## src/logic/lane_pkg.sv

```systemverilog
// Shared widths, element types and enums of the vector lane, imported by every lane module
package lane_pkg;

  ////////////////////
  // Sizing
  ////////////////////

  localparam int unsigned DataWidth = 32;
  localparam int unsigned NrVRegs   = 32;
  localparam int unsigned MaxVl     = 8;

  typedef logic [DataWidth-1:0] elen_t;
  typedef logic [4:0]           vreg_t;
  // Vector length, 0 up to MaxVl
  typedef logic [3:0]           vlen_t;
  // Register index times MaxVl plus element index
  typedef logic [7:0]           vaddr_t;
  typedef logic [2:0]           vid_t;

  ////////////////////
  // Encodings
  ////////////////////

  typedef enum logic [2:0] {
    OP_VADD,
    OP_VSUB,
    OP_VAND,
    OP_VOR,
    OP_VXOR,
    OP_VLOAD,
    OP_VSTORE
  } lane_op_e;

  typedef enum logic [1:0] {
    SEQ_IDLE,
    SEQ_RUN,
    SEQ_RESP
  } seq_state_e;

endpackage

```

## src/logic/lane_sequencer.sv

```systemverilog
// Lane sequencer, accepts one vector instruction, runs it to completion and sends the response
`timescale 1ns/1ps

module lane_sequencer import lane_pkg::*; (
  input  logic     clk_i,
  input  logic     rst_ni,
  // Request port
  input  logic     pe_req_valid_i,
  input  vid_t     pe_req_id_i,
  input  lane_op_e pe_req_op_i,
  input  vreg_t    pe_req_vd_i,
  input  vreg_t    pe_req_vs1_i,
  input  vreg_t    pe_req_vs2_i,
  input  vlen_t    pe_req_vl_i,
  output logic     pe_req_ready_o,
  // Response
  output logic     pe_resp_valid_o,
  output vid_t     pe_resp_id_o,
  // Command to the operand requester
  output logic     start_o,
  output lane_op_e op_o,
  output vreg_t    vd_o,
  output vreg_t    vs1_o,
  output vreg_t    vs2_o,
  output vlen_t    vl_o,
  // Completion events
  input  logic     req_done_i,
  input  logic     alu_done_i
);

  seq_state_e state_q;
  seq_state_e state_d;
  logic       accept;
  logic       finish;
  logic       start_q;

  // Latched instruction
  vid_t     id_q;
  lane_op_e op_q;
  vreg_t    vd_q;
  vreg_t    vs1_q;
  vreg_t    vs2_q;
  vlen_t    vl_q;

  assign pe_req_ready_o = (state_q == SEQ_IDLE);
  assign accept         = pe_req_valid_i & pe_req_ready_o;

  // Memory ops end in the requester, ALU ops end at the last write-back
  always_comb begin
    if (op_q == OP_VLOAD || op_q == OP_VSTORE) begin
      finish = req_done_i;
    end else begin
      finish = alu_done_i;
    end
  end

  ////////////////////
  // State machine
  ////////////////////

  always_comb begin
    state_d = state_q;
    case (state_q)
      SEQ_IDLE: begin
        if (accept) begin
          state_d = SEQ_RUN;
        end
      end
      // Zero length skips the requester
      SEQ_RUN: begin
        if (vl_q == '0 || finish) begin
          state_d = SEQ_RESP;
        end
      end
      SEQ_RESP: state_d = SEQ_IDLE;
      default:  state_d = SEQ_IDLE;
    endcase
  end

  always_ff @(posedge clk_i or negedge rst_ni) begin
    if (!rst_ni) begin
      state_q <= SEQ_IDLE;
      start_q <= 1'b0;
      op_q    <= OP_VADD;
      vl_q    <= '0;
    end else begin
      state_q <= state_d;
      // Start pulse lands in the first RUN cycle
      start_q <= accept && (pe_req_vl_i != '0);
      if (accept) begin
        op_q <= pe_req_op_i;
        vl_q <= pe_req_vl_i;
      end
    end
  end

  always_ff @(posedge clk_i) begin
    if (accept) begin
      id_q  <= pe_req_id_i;
      vd_q  <= pe_req_vd_i;
      vs1_q <= pe_req_vs1_i;
      vs2_q <= pe_req_vs2_i;
    end
  end

  assign start_o = start_q;
  assign op_o    = op_q;
  assign vd_o    = vd_q;
  assign vs1_o   = vs1_q;
  assign vs2_o   = vs2_q;
  assign vl_o    = vl_q;

  assign pe_resp_valid_o = (state_q == SEQ_RESP);
  assign pe_resp_id_o    = id_q;

endmodule

```

## config.mk

```make
export PLATFORM = sky130hd
export DESIGN_NAME = lane_sequencer
export DESIGN_NICKNAME = d
export VERILOG_FILES = /design/src/logic/lane_pkg.sv /design/src/logic/lane_sequencer.sv
export SDC_FILE = /design/constraint.sdc
export NUM_CORES = 1
export LEC_CHECK = 0
export BUFFER_PORTS_ARGS = -buffer_cell sky130_fd_sc_hd__buf_2
export CORE_UTILIZATION = 35
export DETAILED_ROUTE_END_ITERATION = 7
export PLACE_DENSITY = 0.67
export SLEW_MARGIN = 10
export SYNTH_ARGS = -nofsm -noshare
export SYNTH_HDL_FRONTEND = slang
export SYNTH_SLANG_ARGS = --single-unit
```

## constraint.sdc

```tcl
create_clock -name clk_i -period 1.5 [get_ports clk_i]
set_clock_uncertainty 0.15 [all_clocks]
set_input_delay 0.3 -clock clk_i [delete_from_list [all_inputs] [get_ports clk_i]]
set_output_delay 0.3 -clock clk_i [all_outputs]
set_load 0.005 [all_outputs]
```

[Word-level counts from Yosys, hierarchy flattened]
Cells that the tools add are included.
W data, S select, Z words.
Cells by class
  eq/ne operators: 6
  shift operators: 0
  div/mod/pow operators: 0
  reduce and logical (&&, ||, !) cells: 7
  add/subtract/negate cells: 0
  bitwise logic cells: 1
  order comparisons: 0
  multiply operators: 0
  mux-type cells: 4
Operators by type and width (count)
  $eq A3 B3 Y1 const B: 2
  $logic_not A4 Y1: 1
  $mux W2: 2
  $pmux W2 S2: 1
  $reduce_bool A4 Y1: 1
  $eq A2 B1 Y1 const B: 1
  $eq A2 B2 Y1 const B: 1
  $logic_not A2 Y1: 1
  $logic_or A1 B1 Y1: 2
  $ne A2 B1 Y1 const B: 1
  $ne A2 B2 Y1 const B: 1
  $reduce_and A2 Y1: 1
  $and A1 B1 Y1: 1
  $logic_and A1 B1 Y1: 1
  $mux W1: 1
Storage, ports and cells
  bits in read-only memories: 0
  memories: 0
  bits in latches: 0
  flip-flop bits (word level): 28
  bits in writable memories: 0
  logic and storage cells: 26

[Longest topological paths before layout]
Gate-level depths: netlist of the first run.
  depth in word-level cells: 6
  depth in mapped cells: 4

[Worst setup path after synthesis of the first run]
Ideal clock, no wire load.
  path type: register to register
  start: register state_q[0]
  end: register op_q[0], in the netlist op_o[0]
  cell stages (with the launch flop): 5
  setup slack: -0.057 ns
  setup time: 0.125 ns
  data arrival time: 1.282 ns
  path buffers: 0
  period minus slack after synthesis: 1.557 ns
  cells stage by stage: dfrtp_1 > nor2_2 > nand2_4 > inv_2 > mux2_2
Between the ends
  word-level cells in the longest chain between the ends: 2
RTL lines
  from (decl): line lane_sequencer.sv:31  | seq_state_e state_q;
  from (signal assigned): line lane_sequencer.sv:87  | state_q <= state_d;
  $logic_not A2 Y1: line lane_sequencer.sv:45  | assign pe_req_ready_o = (state_q == SEQ_IDLE);
  named net pe_req_ready_o: line lane_sequencer.sv:15  | output logic pe_req_ready_o,
  $and A1 B1 Y1: line lane_sequencer.sv:46  | assign accept = pe_req_valid_i & pe_req_ready_o;
  named net accept: line lane_sequencer.sv:33  | logic accept;
  to (signal assigned): line lane_sequencer.sv:91  | op_q <= pe_req_op_i;
  to (decl): line lane_sequencer.sv:39  | lane_op_e op_q;
The timed path passes the listed nets, and every way through them passes these cells.
A chain may end at the register's enable or synchronous reset.

[Worst setup path after layout of the first run]
  start: register state_q[0]
  end: output port pe_resp_valid_o
Between the ends
  word-level cells in the longest chain between the ends: 1
RTL lines
  $eq A2 B2 Y1: line lane_sequencer.sv:113  | assign pe_resp_valid_o = (state_q == SEQ_RESP);
  to (decl): line lane_sequencer.sv:17  | output logic pe_resp_valid_o,
No other way between the ends.

==> key figures, run 1 <==
Run status
  – Status: finished clean

STA
  – Final Hold Viols: 0
  – Unrepaired setup endpoints after global routing: yes
  – Maximum clock frequency: 679 MHz
  – Crit path time final: 1.47 ns
  – Relative max-transition margin: 0.708
  – Smallest hold slack: 0.0101 ns
  – Worst-case setup margin in the final layout: 0.0282 ns
  – Tightest Pin Transition: 0.434 ns
  – Slew Limit Fails: 0
  – Final Cycle Share: 0.981
  – Setup-failing EPs final: 0
  – Setup_tns: 0 ns

Routing
  – Routed wire per std cell: 12.4 microns
  – Count of nets left with antenna violations after detail routing: 0
  – Overall via count from detail_route: a little over 700
  – TritonRoute pass-1 iters: 2
  – Number of DRC markers in iteration 0: 2
  – Wirelength, routed: 1980 microns
  – Number of remaining DRC errors: 0
  – Via density: 4.44

Clock tree
  – TritonCTS clock tree: yes
  – Clock latency on the worst-skew pair: 0.32 ns
  – Clock sink count: 28
  – Maximum level of the CTS H-tree: 1
  – Clock-pin transition on the worst setup and hold timing paths: around 0.14 ns
  – Root Buffer Master: clkbuf_4
  – Maximum number of buffers from clock root to sink: 2
  – Clock buffers created by TritonCTS: 3

GRT
  – Maximum number of pins on one net before global-route repair: 19
  – Initial antenna violation count: 0
  – Global router's overall resource usage: 0.126
  – Sum of overflow across all layers after global routing: 0
  – Vias in the first global route: 650
  – First-pass GRT wire length: 2610 microns

Power
  – Share of total power in combinational logic: 0.316
  – Sequential cell fraction of total power: 0.493
  – Switching power: 0.665 mW
  – Internal power: 1.80 mW
  – PwrDens: around 1600 nW/um^2
  – Peak VDD IR: 972 uV
  – Final Power: between 2 and 2.5 mW
  – Leak pwr: 0.711 nW
  – Switching share of power: 0.269
  – Clock group share of total power: 0.192

Synth
  – Number of nets in the synthesized netlist: 79
  – Cell taking the most area after synthesis: edfxtp_1
  – Main area contributors after synthesis: edfxtp_1 56%, dfrtp_1 26%, mux2_2 8.1%, o41ai_2 1.7%, nor4_1 1.3%
  – Yosys reg bits: 28
  – Share of Yosys cell area claimed by the top area cell type: 0.558
  – Sequential area share after synthesis: 0.817
  – Distinct cell type count after synthesis: 15
  – Post-synthesis cell count: 49
  – Synth warnings: 0
  – Combined area of all synthesized cells: 968 sq um
  – Mean instance size in the synthesized netlist: 19.8 sq um

Floorplanning
  – Starting density of the core: 0.381
  – Die area: 2980 sq um
  – Die Wd: roughly 55 microns
  – Die Ht: 54.6 microns
  – Number of I/O pins: 58
  – Core area: 2540 sq um
  – Number of placement rows: 18

Finish
  – Final Instance Area: 1550 sq um
  – Top library cells by usage in the layout, fill and taps aside: 57 x buf_2, 18 x edfxtp_1, 15 x dlygate4sd3_1, 10 x dfrtp_1, 7 x mux2_2
  – Area grow syn2layout: 59.7%
  – Final net count: between 150 and 200
  – Leading cell type in the layout, fill and taps excluded: buf_2
  – Total of fill cells in the finished design: 205
  – Number of standard cells in the layout, taps in and fillers out: between 150 and 200
  – Core utilization of the finished layout: 0.608
  – Number of inserted diodes: 0
  – Layout cells sized above 1: 0.612

Worst setup path
  – Critical path launch point type: flop
  – Max incr delay on CP: ~0.46 ns
  – CP max stage cell: dfrtp_1
  – FF-to-FF Start: state_q[0]
  – Critical setup path kind: flop to output pin
  – Cell chain of the critical path: nor2_2 -> buf_2
  – First element of the critical path: state_q[0]
  – Worst-path fanout max: 3
  – Reg2reg end: vd_o[1]
  – Crit path required time: roughly 1.1 ns
  – Arrival time worst endpoint: 1.02 ns
  – End of the critical path: pe_resp_valid_o
  – Critical Path Sink Type: output pin
  – Depth of the most critical reg-to-reg path: 5
  – Register-to-register path setup slack: 0.04 ns

Placed design
  – Placed insts: 137
  – Pre-CTS setup slack: 0.115 ns
  – Instance area after placement: 1310 sq um
  – Half-perimeter wire length after placement: 1360 microns
  – IO Port Bufs: 57
  – Gp weighted congestion: 0.690

Worst hold path
  – Worst Hold Class: primary input to flop

Run
  – # Max-Cap Violations: 0
==> cell type report <==
| cell class | instances | area (sq um) | share of cell area |
|---|---|---|---|
| Clock inverter | 1 | 30.0 | 0.0194 |
| Multi-Input combinational cell | 19 | 178 | 0.115 |
| Timing Repair Buffer | 76 | 478 | 0.309 |
| Sequential cell | 28 | 791 | 0.511 |
| Inverter | 2 | 10.0 | 0.00647 |
| Clock buffer | 3 | 22.5 | 0.0146 |
| Tap cell | 30 | 37.5 | 0.0243 |
==> how the worst min path moves through the flow <==
| stage | startpoint | slack [ns] | endpoint | depth (start not counted) |
|---|---|---|---|---|
| after CTS | pe_req_id_i[1] | 0.0007 | pe_resp_id_o[1] | 1 |
| after floorplan | rst_ni | -0.15 | op_o[0] | 0 |
| after detailed placement | rst_ni | 0.02 | vl_o[3] | 1 |
| final | pe_req_vs1_i[3] | 0.01 | vs1_o[3] | 1 |
| after global routing | pe_req_vs1_i[3] | -0.004 | vs1_o[3] | 1 |
| after global placement | rst_ni | 0.02 | vl_o[1] | 1 |
==> state kept, by name, summed over array words and instances, names as in the netlist <==
| name | cells |
|---|---|
| op_o | 3 |
| pe_resp_id_o | 3 |
| start_o | 1 |
| state_q | 2 |
| vd_o | 5 |
| vl_o | 4 |
| vs1_o | 5 |
| vs2_o | 5 |
==> power groups by stage <==
stage,Sequential [mW],Clock [mW],Combinational (mW)
2_1_floorplan,1.25,0,0.309
3_3_place_gp,1.22,0,0.680
3_5_place_dp,1.23,0,0.694
4_1_cts,1.22,0.483,0.748
5_1_grt,1.24,0.509,0.858
6_report,1.22,0.473,0.778
==> synth_stat cells (all sizes together) <==
cell type	instances
xor2	1
nand2	2
mux2	7
inv	2
o41ai	1
edfxtp	18
a21boi	1
o311a	1
dfrtp	10
nor2	3
nor4	2
and3	1
==> per-layer routing <==
layer / share of wire / wire length [microns] / GRT usage / vias up
li1: - / - / - / 342
met1: 0.40 / 793 / 0.129 / 324
met2: 0.51 / 1010 / 0.251 / 40
met3: 0.085 / 169 / 0.0250 / 0
met4: 0 / 0 / 0.0385 / 0
met5: 0 / 0 / 0 / -
==> critical path: cells and delay by family, from the launching register on <==
kind	cells	cell delay [ns]
flip-flops	1	0.46
AND/OR/NAND/NOR	1	0.13
buffers and inverters	1	0.12
==> kinds of logic after synthesis <==
group                  Yosys count  share of synthesized area
AND/OR/NAND/NOR                  8                     0.0504
AO/OA/AOI/OAI                    3                     0.0349
XOR/XNOR                         1                    0.00905
buffers and inverters            2                    0.00774
multiplexers                     7                     0.0814
flip-flops                      28                      0.817
==> timing repair <==
action | CTS | global route
buffers inserted | 1 | 2
setup endpoints to repair | 1 | 2
resized for setup | 1 | 2
endpoints found under the hold margin | 21 | 3
hold buffers | 12 | 3
pin swaps | 0 | 2
No activity file was read; power rests on OpenSTA's default activity.
==> run 2, diff against run 1 <==
--- a/config.mk
+++ b/config.mk
@@ -8,7 +8,7 @@
 export BUFFER_PORTS_ARGS = -buffer_cell sky130_fd_sc_hd__buf_2
 export CORE_UTILIZATION = 35
 export DETAILED_ROUTE_END_ITERATION = 7
-export PLACE_DENSITY = 0.67
+export PLACE_DENSITY_LB_ADDON = 0.25
 export SLEW_MARGIN = 10
 export SYNTH_ARGS = -nofsm -noshare
 export SYNTH_HDL_FRONTEND = slang
==> run 2 against run 1 <==
  * Die area unchanged
  * Via count up 2.4%
  * Sequential share of layout area down 0.81 points
  * Maximum frequency down 0.87%
  * Hold slack better by 0.041 ns
  * First-iteration DRC count rose to 4.0 times the previous value
  * Highest routed layer is now met4
==> key figures, run 2 (synthesized netlist as in run 1, its figures left out) <==
Run
  – # Max-Cap Violations: 0 (unchanged)

Floorplanning
  – Number of I/O pins: 58 (unchanged)
  – Die Ht: 54.6 microns (unchanged)
  – Starting density of the core: 0.381 (unchanged)
  – Die Wd: 54.6 microns (unchanged)
  – Number of placement rows: 18 (unchanged)
  – Die area: 2980 sq um (unchanged)
  – Core area: 2540 sq um (unchanged)

Finish
  – Area grow syn2layout: 62.3% (was 59.7%)
  – Leading cell type in the layout, fill and taps excluded: buf_2 (unchanged)
  – Number of standard cells in the layout, taps in and fillers out: 161 (was 159)
  – Layout cells sized above 1: 0.588 (was 0.612)
  – Final net count: 162 (was 160)
  – Top library cells by usage in the layout, fill and taps aside: 57 x buf_2, 19 x dlygate4sd3_1, 18 x edfxtp_1, 10 x dfrtp_1, 7 x mux2_2 (was 57 x buf_2, 18 x edfxtp_1, 15 x dlygate4sd3_1, 10 x dfrtp_1, 7 x mux2_2)
  – Final Instance Area: 1570 sq um (was 1550 sq um)
  – Total of fill cells in the finished design: 216 (was 205)
  – Number of inserted diodes: 0 (unchanged)
  – Multi-input logic area: 178 sq um (unchanged)
  – Core utilization of the finished layout: 0.618 (was 0.608)
  – Register area: 791 sq um (unchanged)

Power
  – Peak VDD IR: 1110 uV (was 972 uV)
  – Leak pwr: 0.718 nW (was 0.711 nW)
  – PwrDens: 1560 nW/um^2 (was 1600 nW/um^2)
  – Final Power: 2.45 mW (was 2.47 mW)

Clock tree
  – Clock sink count: 28 (unchanged)
  – Maximum level of the CTS H-tree: 1 (unchanged)
  – Clock latency on the worst-skew pair: 0.32 ns (about the same)
  – Root Buffer Master: clkbuf_4 (unchanged)
  – Clock buffers created by TritonCTS: 3 (unchanged)
  – TritonCTS clock tree: yes (unchanged)
  – Clock-pin transition on the worst setup and hold timing paths: 0.14 ns (about the same)
  – Maximum number of buffers from clock root to sink: 2 (unchanged)

Routing
  – Routed wire per std cell: 12.6 microns (was 12.4 microns)
  – Number of DRC markers in iteration 0: 8 (was 2)
  – Number of remaining DRC errors: 0 (unchanged)
  – Wirelength, routed: 2030 microns (was 1980 microns)
  – TritonRoute pass-1 iters: 4 (was 2)
  – Overall via count from detail_route: 723 (was 706)
  – Count of nets left with antenna violations after detail routing: 0 (unchanged)
  – Via density: 4.49 (was 4.44)

Worst setup path
  – Crit path required time: 1.05 ns (about the same)
  – Worst-path fanout max: 3 (unchanged)
  – Critical setup path kind: flop to output pin (unchanged)
  – Depth of the most critical reg-to-reg path: 4 (was 5)
  – Arrival time worst endpoint: 1.03 ns (was 1.02 ns)
  – Critical Path Sink Type: output pin (unchanged)
  – Critical path launch point type: flop (unchanged)

STA
  – Final Cycle Share: 0.990 (was 0.981)
  – Relative max-transition margin: 0.678 (was 0.708)
  – Crit path time final: 1.48 ns (was 1.47 ns)
  – Setup-failing EPs final: 0 (unchanged)
  – Slew Limit Fails: 0 (unchanged)
  – Unrepaired setup endpoints after global routing: yes (unchanged)
  – Final Hold Viols: 0 (unchanged)
  – Tightest Pin Transition: 0.479 ns (was 0.434 ns)
  – Maximum clock frequency: 673 MHz (was 679 MHz)
  – Setup_tns: 0 ns (unchanged)

Placed design
  – Placed insts: 137 (unchanged)
  – IO Port Bufs: 57 (unchanged)
  – Gp weighted congestion: 0.619 (was 0.690)
  – Half-perimeter wire length after placement: 1450 microns (was 1360 microns)
  – Instance area after placement: 1310 sq um (unchanged)

GRT
  – First-pass GRT wire length: 2890 microns (was 2610 microns)
  – Sum of overflow across all layers after global routing: 0 (unchanged)
  – Initial antenna violation count: 0 (unchanged)
  – Global router's overall resource usage: 0.146 (was 0.126)
  – Maximum number of pins on one net before global-route repair: 17 (was 19)
  – Vias in the first global route: 685 (was 650)

Run status
  – Status: finished clean (unchanged)

Worst hold path
  – Hold-critical path depth: 2 (was 1)
  – Worst Hold Class: primary input to flop (unchanged)
## run 2: cell count changes in the layout (fill, tap and decap cells not counted)
cell / previous run / this run
dlygate4sd3_1: 15 / 19
buf_4: 3 / 1
## run 2: worst max-delay path, stage by stage (launching register included)
cell	delay [ns]
dfrtp_1	0.45
nor2_4	0.13
buf_2	0.13
## run 2: path summary, 6_finish.rpt
kind                                  end            from  slack, ns
setup / recovery           pe_req_ready_o      state_q[0]       0.02
hold / removal                    op_o[2]  pe_req_op_i[2]       0.05
setup reg to reg                  op_o[1]      state_q[0]       0.07
hold reg to reg                   vl_o[0]         vl_o[0]       0.40
max in group asynchronous      state_q[1]          rst_ni       0.81
min in group asynchronous         op_o[1]          rst_ni       0.20
## run 2: cell type report
class,count,share of cell area
sequential,28,0.503
tap,30,0.0239
clock inverter,1,0.0191
inverter,2,0.00637
multi-input combinational,19,0.113
clock buffer,3,0.0143
timing repair buffer,78,0.320
## run 2: repair_timing
action / 4_1_cts / 5_1_grt
setup endpoints to repair: 1 / 2
buffers inserted: 1 / 0
gates resized for setup: 1 / 2
pin swaps: 1 / 1
hold buffers: 19 / 0
hold endpoints to repair: 28 / 0
## run 2: through the flow
step,setup WS [ns],hold WS (ns)
floorplan,0.0398,-0.146
global placement,0.0880,0.0186
CTS,-0.00326,0.0367
global route,-0.0445,0.0306
detailed placement,0.0401,0.0223
finish,0.0152,0.0511
## run 2: metal layers
metal  vias up  global-route usage  wire, microns
li1        348                   -              -
met1       342               0.156            774
met2        31               0.265           1120
met3         2              0.0333            126
met4         0              0.0769             15
met5         -                   0              0
## run 2: report_power, final
group	switching (mW)	internal (mW)
Combinational	0.326	0.423
Sequential	0.129	1.09
Clock	0.211	0.270
Total	0.666	1.78
==> run 3, diff against run 2 <==
--- a/config.mk
+++ b/config.mk
@@ -5,9 +5,9 @@
 export SDC_FILE = /design/constraint.sdc
 export NUM_CORES = 1
 export LEC_CHECK = 0
-export BUFFER_PORTS_ARGS = -buffer_cell sky130_fd_sc_hd__buf_2
 export CORE_UTILIZATION = 35
 export DETAILED_ROUTE_END_ITERATION = 7
+export DONT_BUFFER_PORTS = 1
 export PLACE_DENSITY_LB_ADDON = 0.25
 export SLEW_MARGIN = 10
 export SYNTH_ARGS = -nofsm -noshare
==> run 3 against run 2 <==
  * Hold slack gained 0.037 ns
  * Setup slack better by 0.048 ns
  * First-iteration DRC count decreased by 75%
  * Sequential share of layout area is 7.0 points higher
  * Global-route usage is 1.7 points lower
  * Final cell count shrank 29%
  * Clock power increased by 1%
  * Non-clock buffer count down 46
  * Register-to-register slack about the same
  * Maximum frequency grew 3.3%
  * Wire length is 7.8% lower
  * Cell area shrank 12%
  * Largest cell class unchanged
==> key figures, run 3 (synthesized netlist as in run 1, its figures left out) <==
Floorplanning
  – Starting density of the core: 0.381 (unchanged)
  – Die area: 2980 sq um (unchanged)
  – Number of placement rows: 18 (unchanged)
  – Die Ht: 54.6 microns (unchanged)
  – Number of I/O pins: 58 (unchanged)
  – Core area: 2540 sq um (unchanged)
  – Die Wd: 54.6 microns (unchanged)

GRT
  – Sum of overflow across all layers after global routing: 0 (unchanged)
  – Initial antenna violation count: 0 (unchanged)
  – Global router's overall resource usage: 0.130 (was 0.146)
  – Maximum number of pins on one net before global-route repair: 17 (unchanged)
  – First-pass GRT wire length: 2560 microns (was 2890 microns)
  – Vias in the first global route: 547 (was 685)

Power
  – PwrDens: 1670 nW/um^2 (was 1560 nW/um^2)
  – Switching power: 0.640 mW (was 0.666 mW)
  – Leak pwr: 0.535 nW (was 0.718 nW)
  – Switching share of power: 0.278 (was 0.272)
  – Share of total power in combinational logic: 0.229 (was 0.306)
  – Peak VDD IR: 972 uV (was 1110 uV)
  – Final Power: 2.30 mW (was 2.45 mW)
  – Sequential cell fraction of total power: 0.560 (was 0.497)
  – Internal power: 1.66 mW (was 1.78 mW)
  – Clock group share of total power: 0.211 (was 0.197)

STA
  – Setup_tns: 0 ns (unchanged)
  – Tightest Pin Transition: 0.481 ns (was 0.479 ns)
  – Final Hold Viols: 0 (unchanged)
  – Slew Limit Fails: 0 (unchanged)
  – Final Cycle Share: 0.958 (was 0.990)
  – Crit path time final: 1.44 ns (was 1.48 ns)
  – Maximum clock frequency: 696 MHz (was 673 MHz)
  – Setup-failing EPs final: 0 (unchanged)
  – Relative max-transition margin: 0.676 (was 0.678)
  – Unrepaired setup endpoints after global routing: yes (unchanged)

Clock tree
  – Clock latency on the worst-skew pair: 0.32 ns (about the same)
  – Clock-pin transition on the worst setup and hold timing paths: 0.14 ns (about the same)
  – Root Buffer Master: clkbuf_4 (unchanged)
  – Maximum number of buffers from clock root to sink: 2 (unchanged)
  – Clock sink count: 28 (unchanged)
  – Clock buffers created by TritonCTS: 3 (unchanged)
  – TritonCTS clock tree: yes (unchanged)
  – Maximum level of the CTS H-tree: 1 (unchanged)

Routing
  – Number of DRC markers in iteration 0: 2 (was 8)
  – Routed wire per std cell: 16.3 microns (was 12.6 microns)
  – Wirelength, routed: 1880 microns (was 2030 microns)
  – Number of remaining DRC errors: 0 (unchanged)
  – Via density: 4.91 (was 4.49)
  – Overall via count from detail_route: 565 (was 723)
  – Count of nets left with antenna violations after detail routing: 0 (unchanged)
  – TritonRoute pass-1 iters: 2 (was 4)

Placed design
  – Instance area after placement: 1040 sq um (was 1310 sq um)
  – IO Port Bufs: 0 (was 57)
  – Gp weighted congestion: 0.583 (was 0.619)
  – Half-perimeter wire length after placement: 1240 microns (was 1450 microns)

Worst setup path
  – Worst-path fanout max: 4 (was 3)
  – Crit path required time: 1.05 ns (about the same)
  – Critical setup path kind: flop to output pin (unchanged)
  – Critical path launch point type: flop (unchanged)
  – Arrival time worst endpoint: 0.99 ns (was 1.03 ns)
  – Critical Path Sink Type: output pin (unchanged)

Run
  – # Max-Cap Violations: 0 (unchanged)

Finish
  – Total of fill cells in the finished design: 223 (was 216)
  – Final Instance Area: 1380 sq um (was 1570 sq um)
  – Final net count: 116 (was 162)
  – Leading cell type in the layout, fill and taps excluded: dlygate4sd3_1 (was buf_2)
  – Area grow syn2layout: 42.6% (was 62.3%)
  – Layout cells sized above 1: 0.271 (was 0.588)
  – Number of inserted diodes: 0 (unchanged)
  – Top library cells by usage in the layout, fill and taps aside: 27 x dlygate4sd3_1, 18 x edfxtp_1, 9 x dfrtp_1, 7 x mux2_2, 4 x buf_4 (was 57 x buf_2, 19 x dlygate4sd3_1, 18 x edfxtp_1, 10 x dfrtp_1, 7 x mux2_2)
  – Core utilization of the finished layout: 0.543 (was 0.618)

Run status
  – Status: finished clean (unchanged)

Worst hold path
  – Worst Hold Class: primary input to flop (unchanged)
==> run 3: cell types whose count changed in the layout (fill, tap and decap cells not counted), sizes merged <==
cell,before,now
buf,59,5
dlygate4sd3,19,27
==> run 3: area by class of cell <==
class	instances	area, sq um	area share
Tap cell	30	37.5	0.0272
Timing Repair Buffer	32	312	0.226
Inverter	2	10.0	0.00725
Clock buffer	3	22.5	0.0163
Clock inverter	1	30.0	0.0217
Multi-Input combinational cell	19	178	0.129
Sequential cell	28	792	0.573
==> run 3: metal layers <==
layer  routed length (microns)  vias to the layer above  track usage
met4                        15                        0       0.0641
met3                       130                        2       0.0361
li1                          -                      258            -
met5                         0                        -            0
met2                       976                       32        0.227
met1                       752                      273        0.143
==> run 3: critical path, cell delays in order (launching register included) <==
cell	delay, ns
dfrtp_2	0.47
nor2_4	0.10
buf_6	0.10
==> run 3: repair_timing <==
| action | in CTS | in global routing |
|---|---|---|
| pin swaps | 1 | 1 |
| resized for setup | 1 | 3 |
| hold buffers | 27 | 0 |
| buffers inserted | 1 | 0 |
| setup endpoints to repair | 1 | 12 |
| hold endpoints to repair | 37 | 0 |
==> run 3: metrics by stage <==
stage | cells | setup slack [ns] | hold slack, ns
floorplan | 49 | 0.0398 | -0.146
global placement | 83 | 0.133 | -0.145
detailed placement | 83 | 0.118 | -0.145
CTS | 115 | 0.0155 | 0.0794
global route | 115 | -0.00217 | 0.0664
finish | 115 | 0.0633 | 0.0886
==> run 3: path summary, 6_finish.rpt <==
| path | end | slack, ns | cells after the start | from |
|---|---|---|---|---|
| worst min-delay path | state_q[0] | 0.09 | 2 | req_done_i |
| max in group asynchronous | state_q[0] | 0.67 | 1 | rst_ni |
| worst max-delay path | pe_req_ready_o | 0.06 | 2 | state_q[0] |
| worst min register to register | vl_o[0] | 0.44 | 1 | vl_o[0] |
| worst max register to register | vd_o[1] | 0.06 | 5 | state_q[0] |
| min in group asynchronous | op_o[0] | 0.19 | 1 | rst_ni |
==> run 3: power groups by stage <==
stage | Sequential [mW] | Combinational (mW) | Clock [mW]
final | 1.29 | 0.526 | 0.486
after global placement | 1.29 | 0.413 | 0
after global routing | 1.32 | 0.571 | 0.535
after floorplan | 1.25 | 0.309 | 0
after CTS | 1.28 | 0.519 | 0.500
after detailed placement | 1.30 | 0.424 | 0
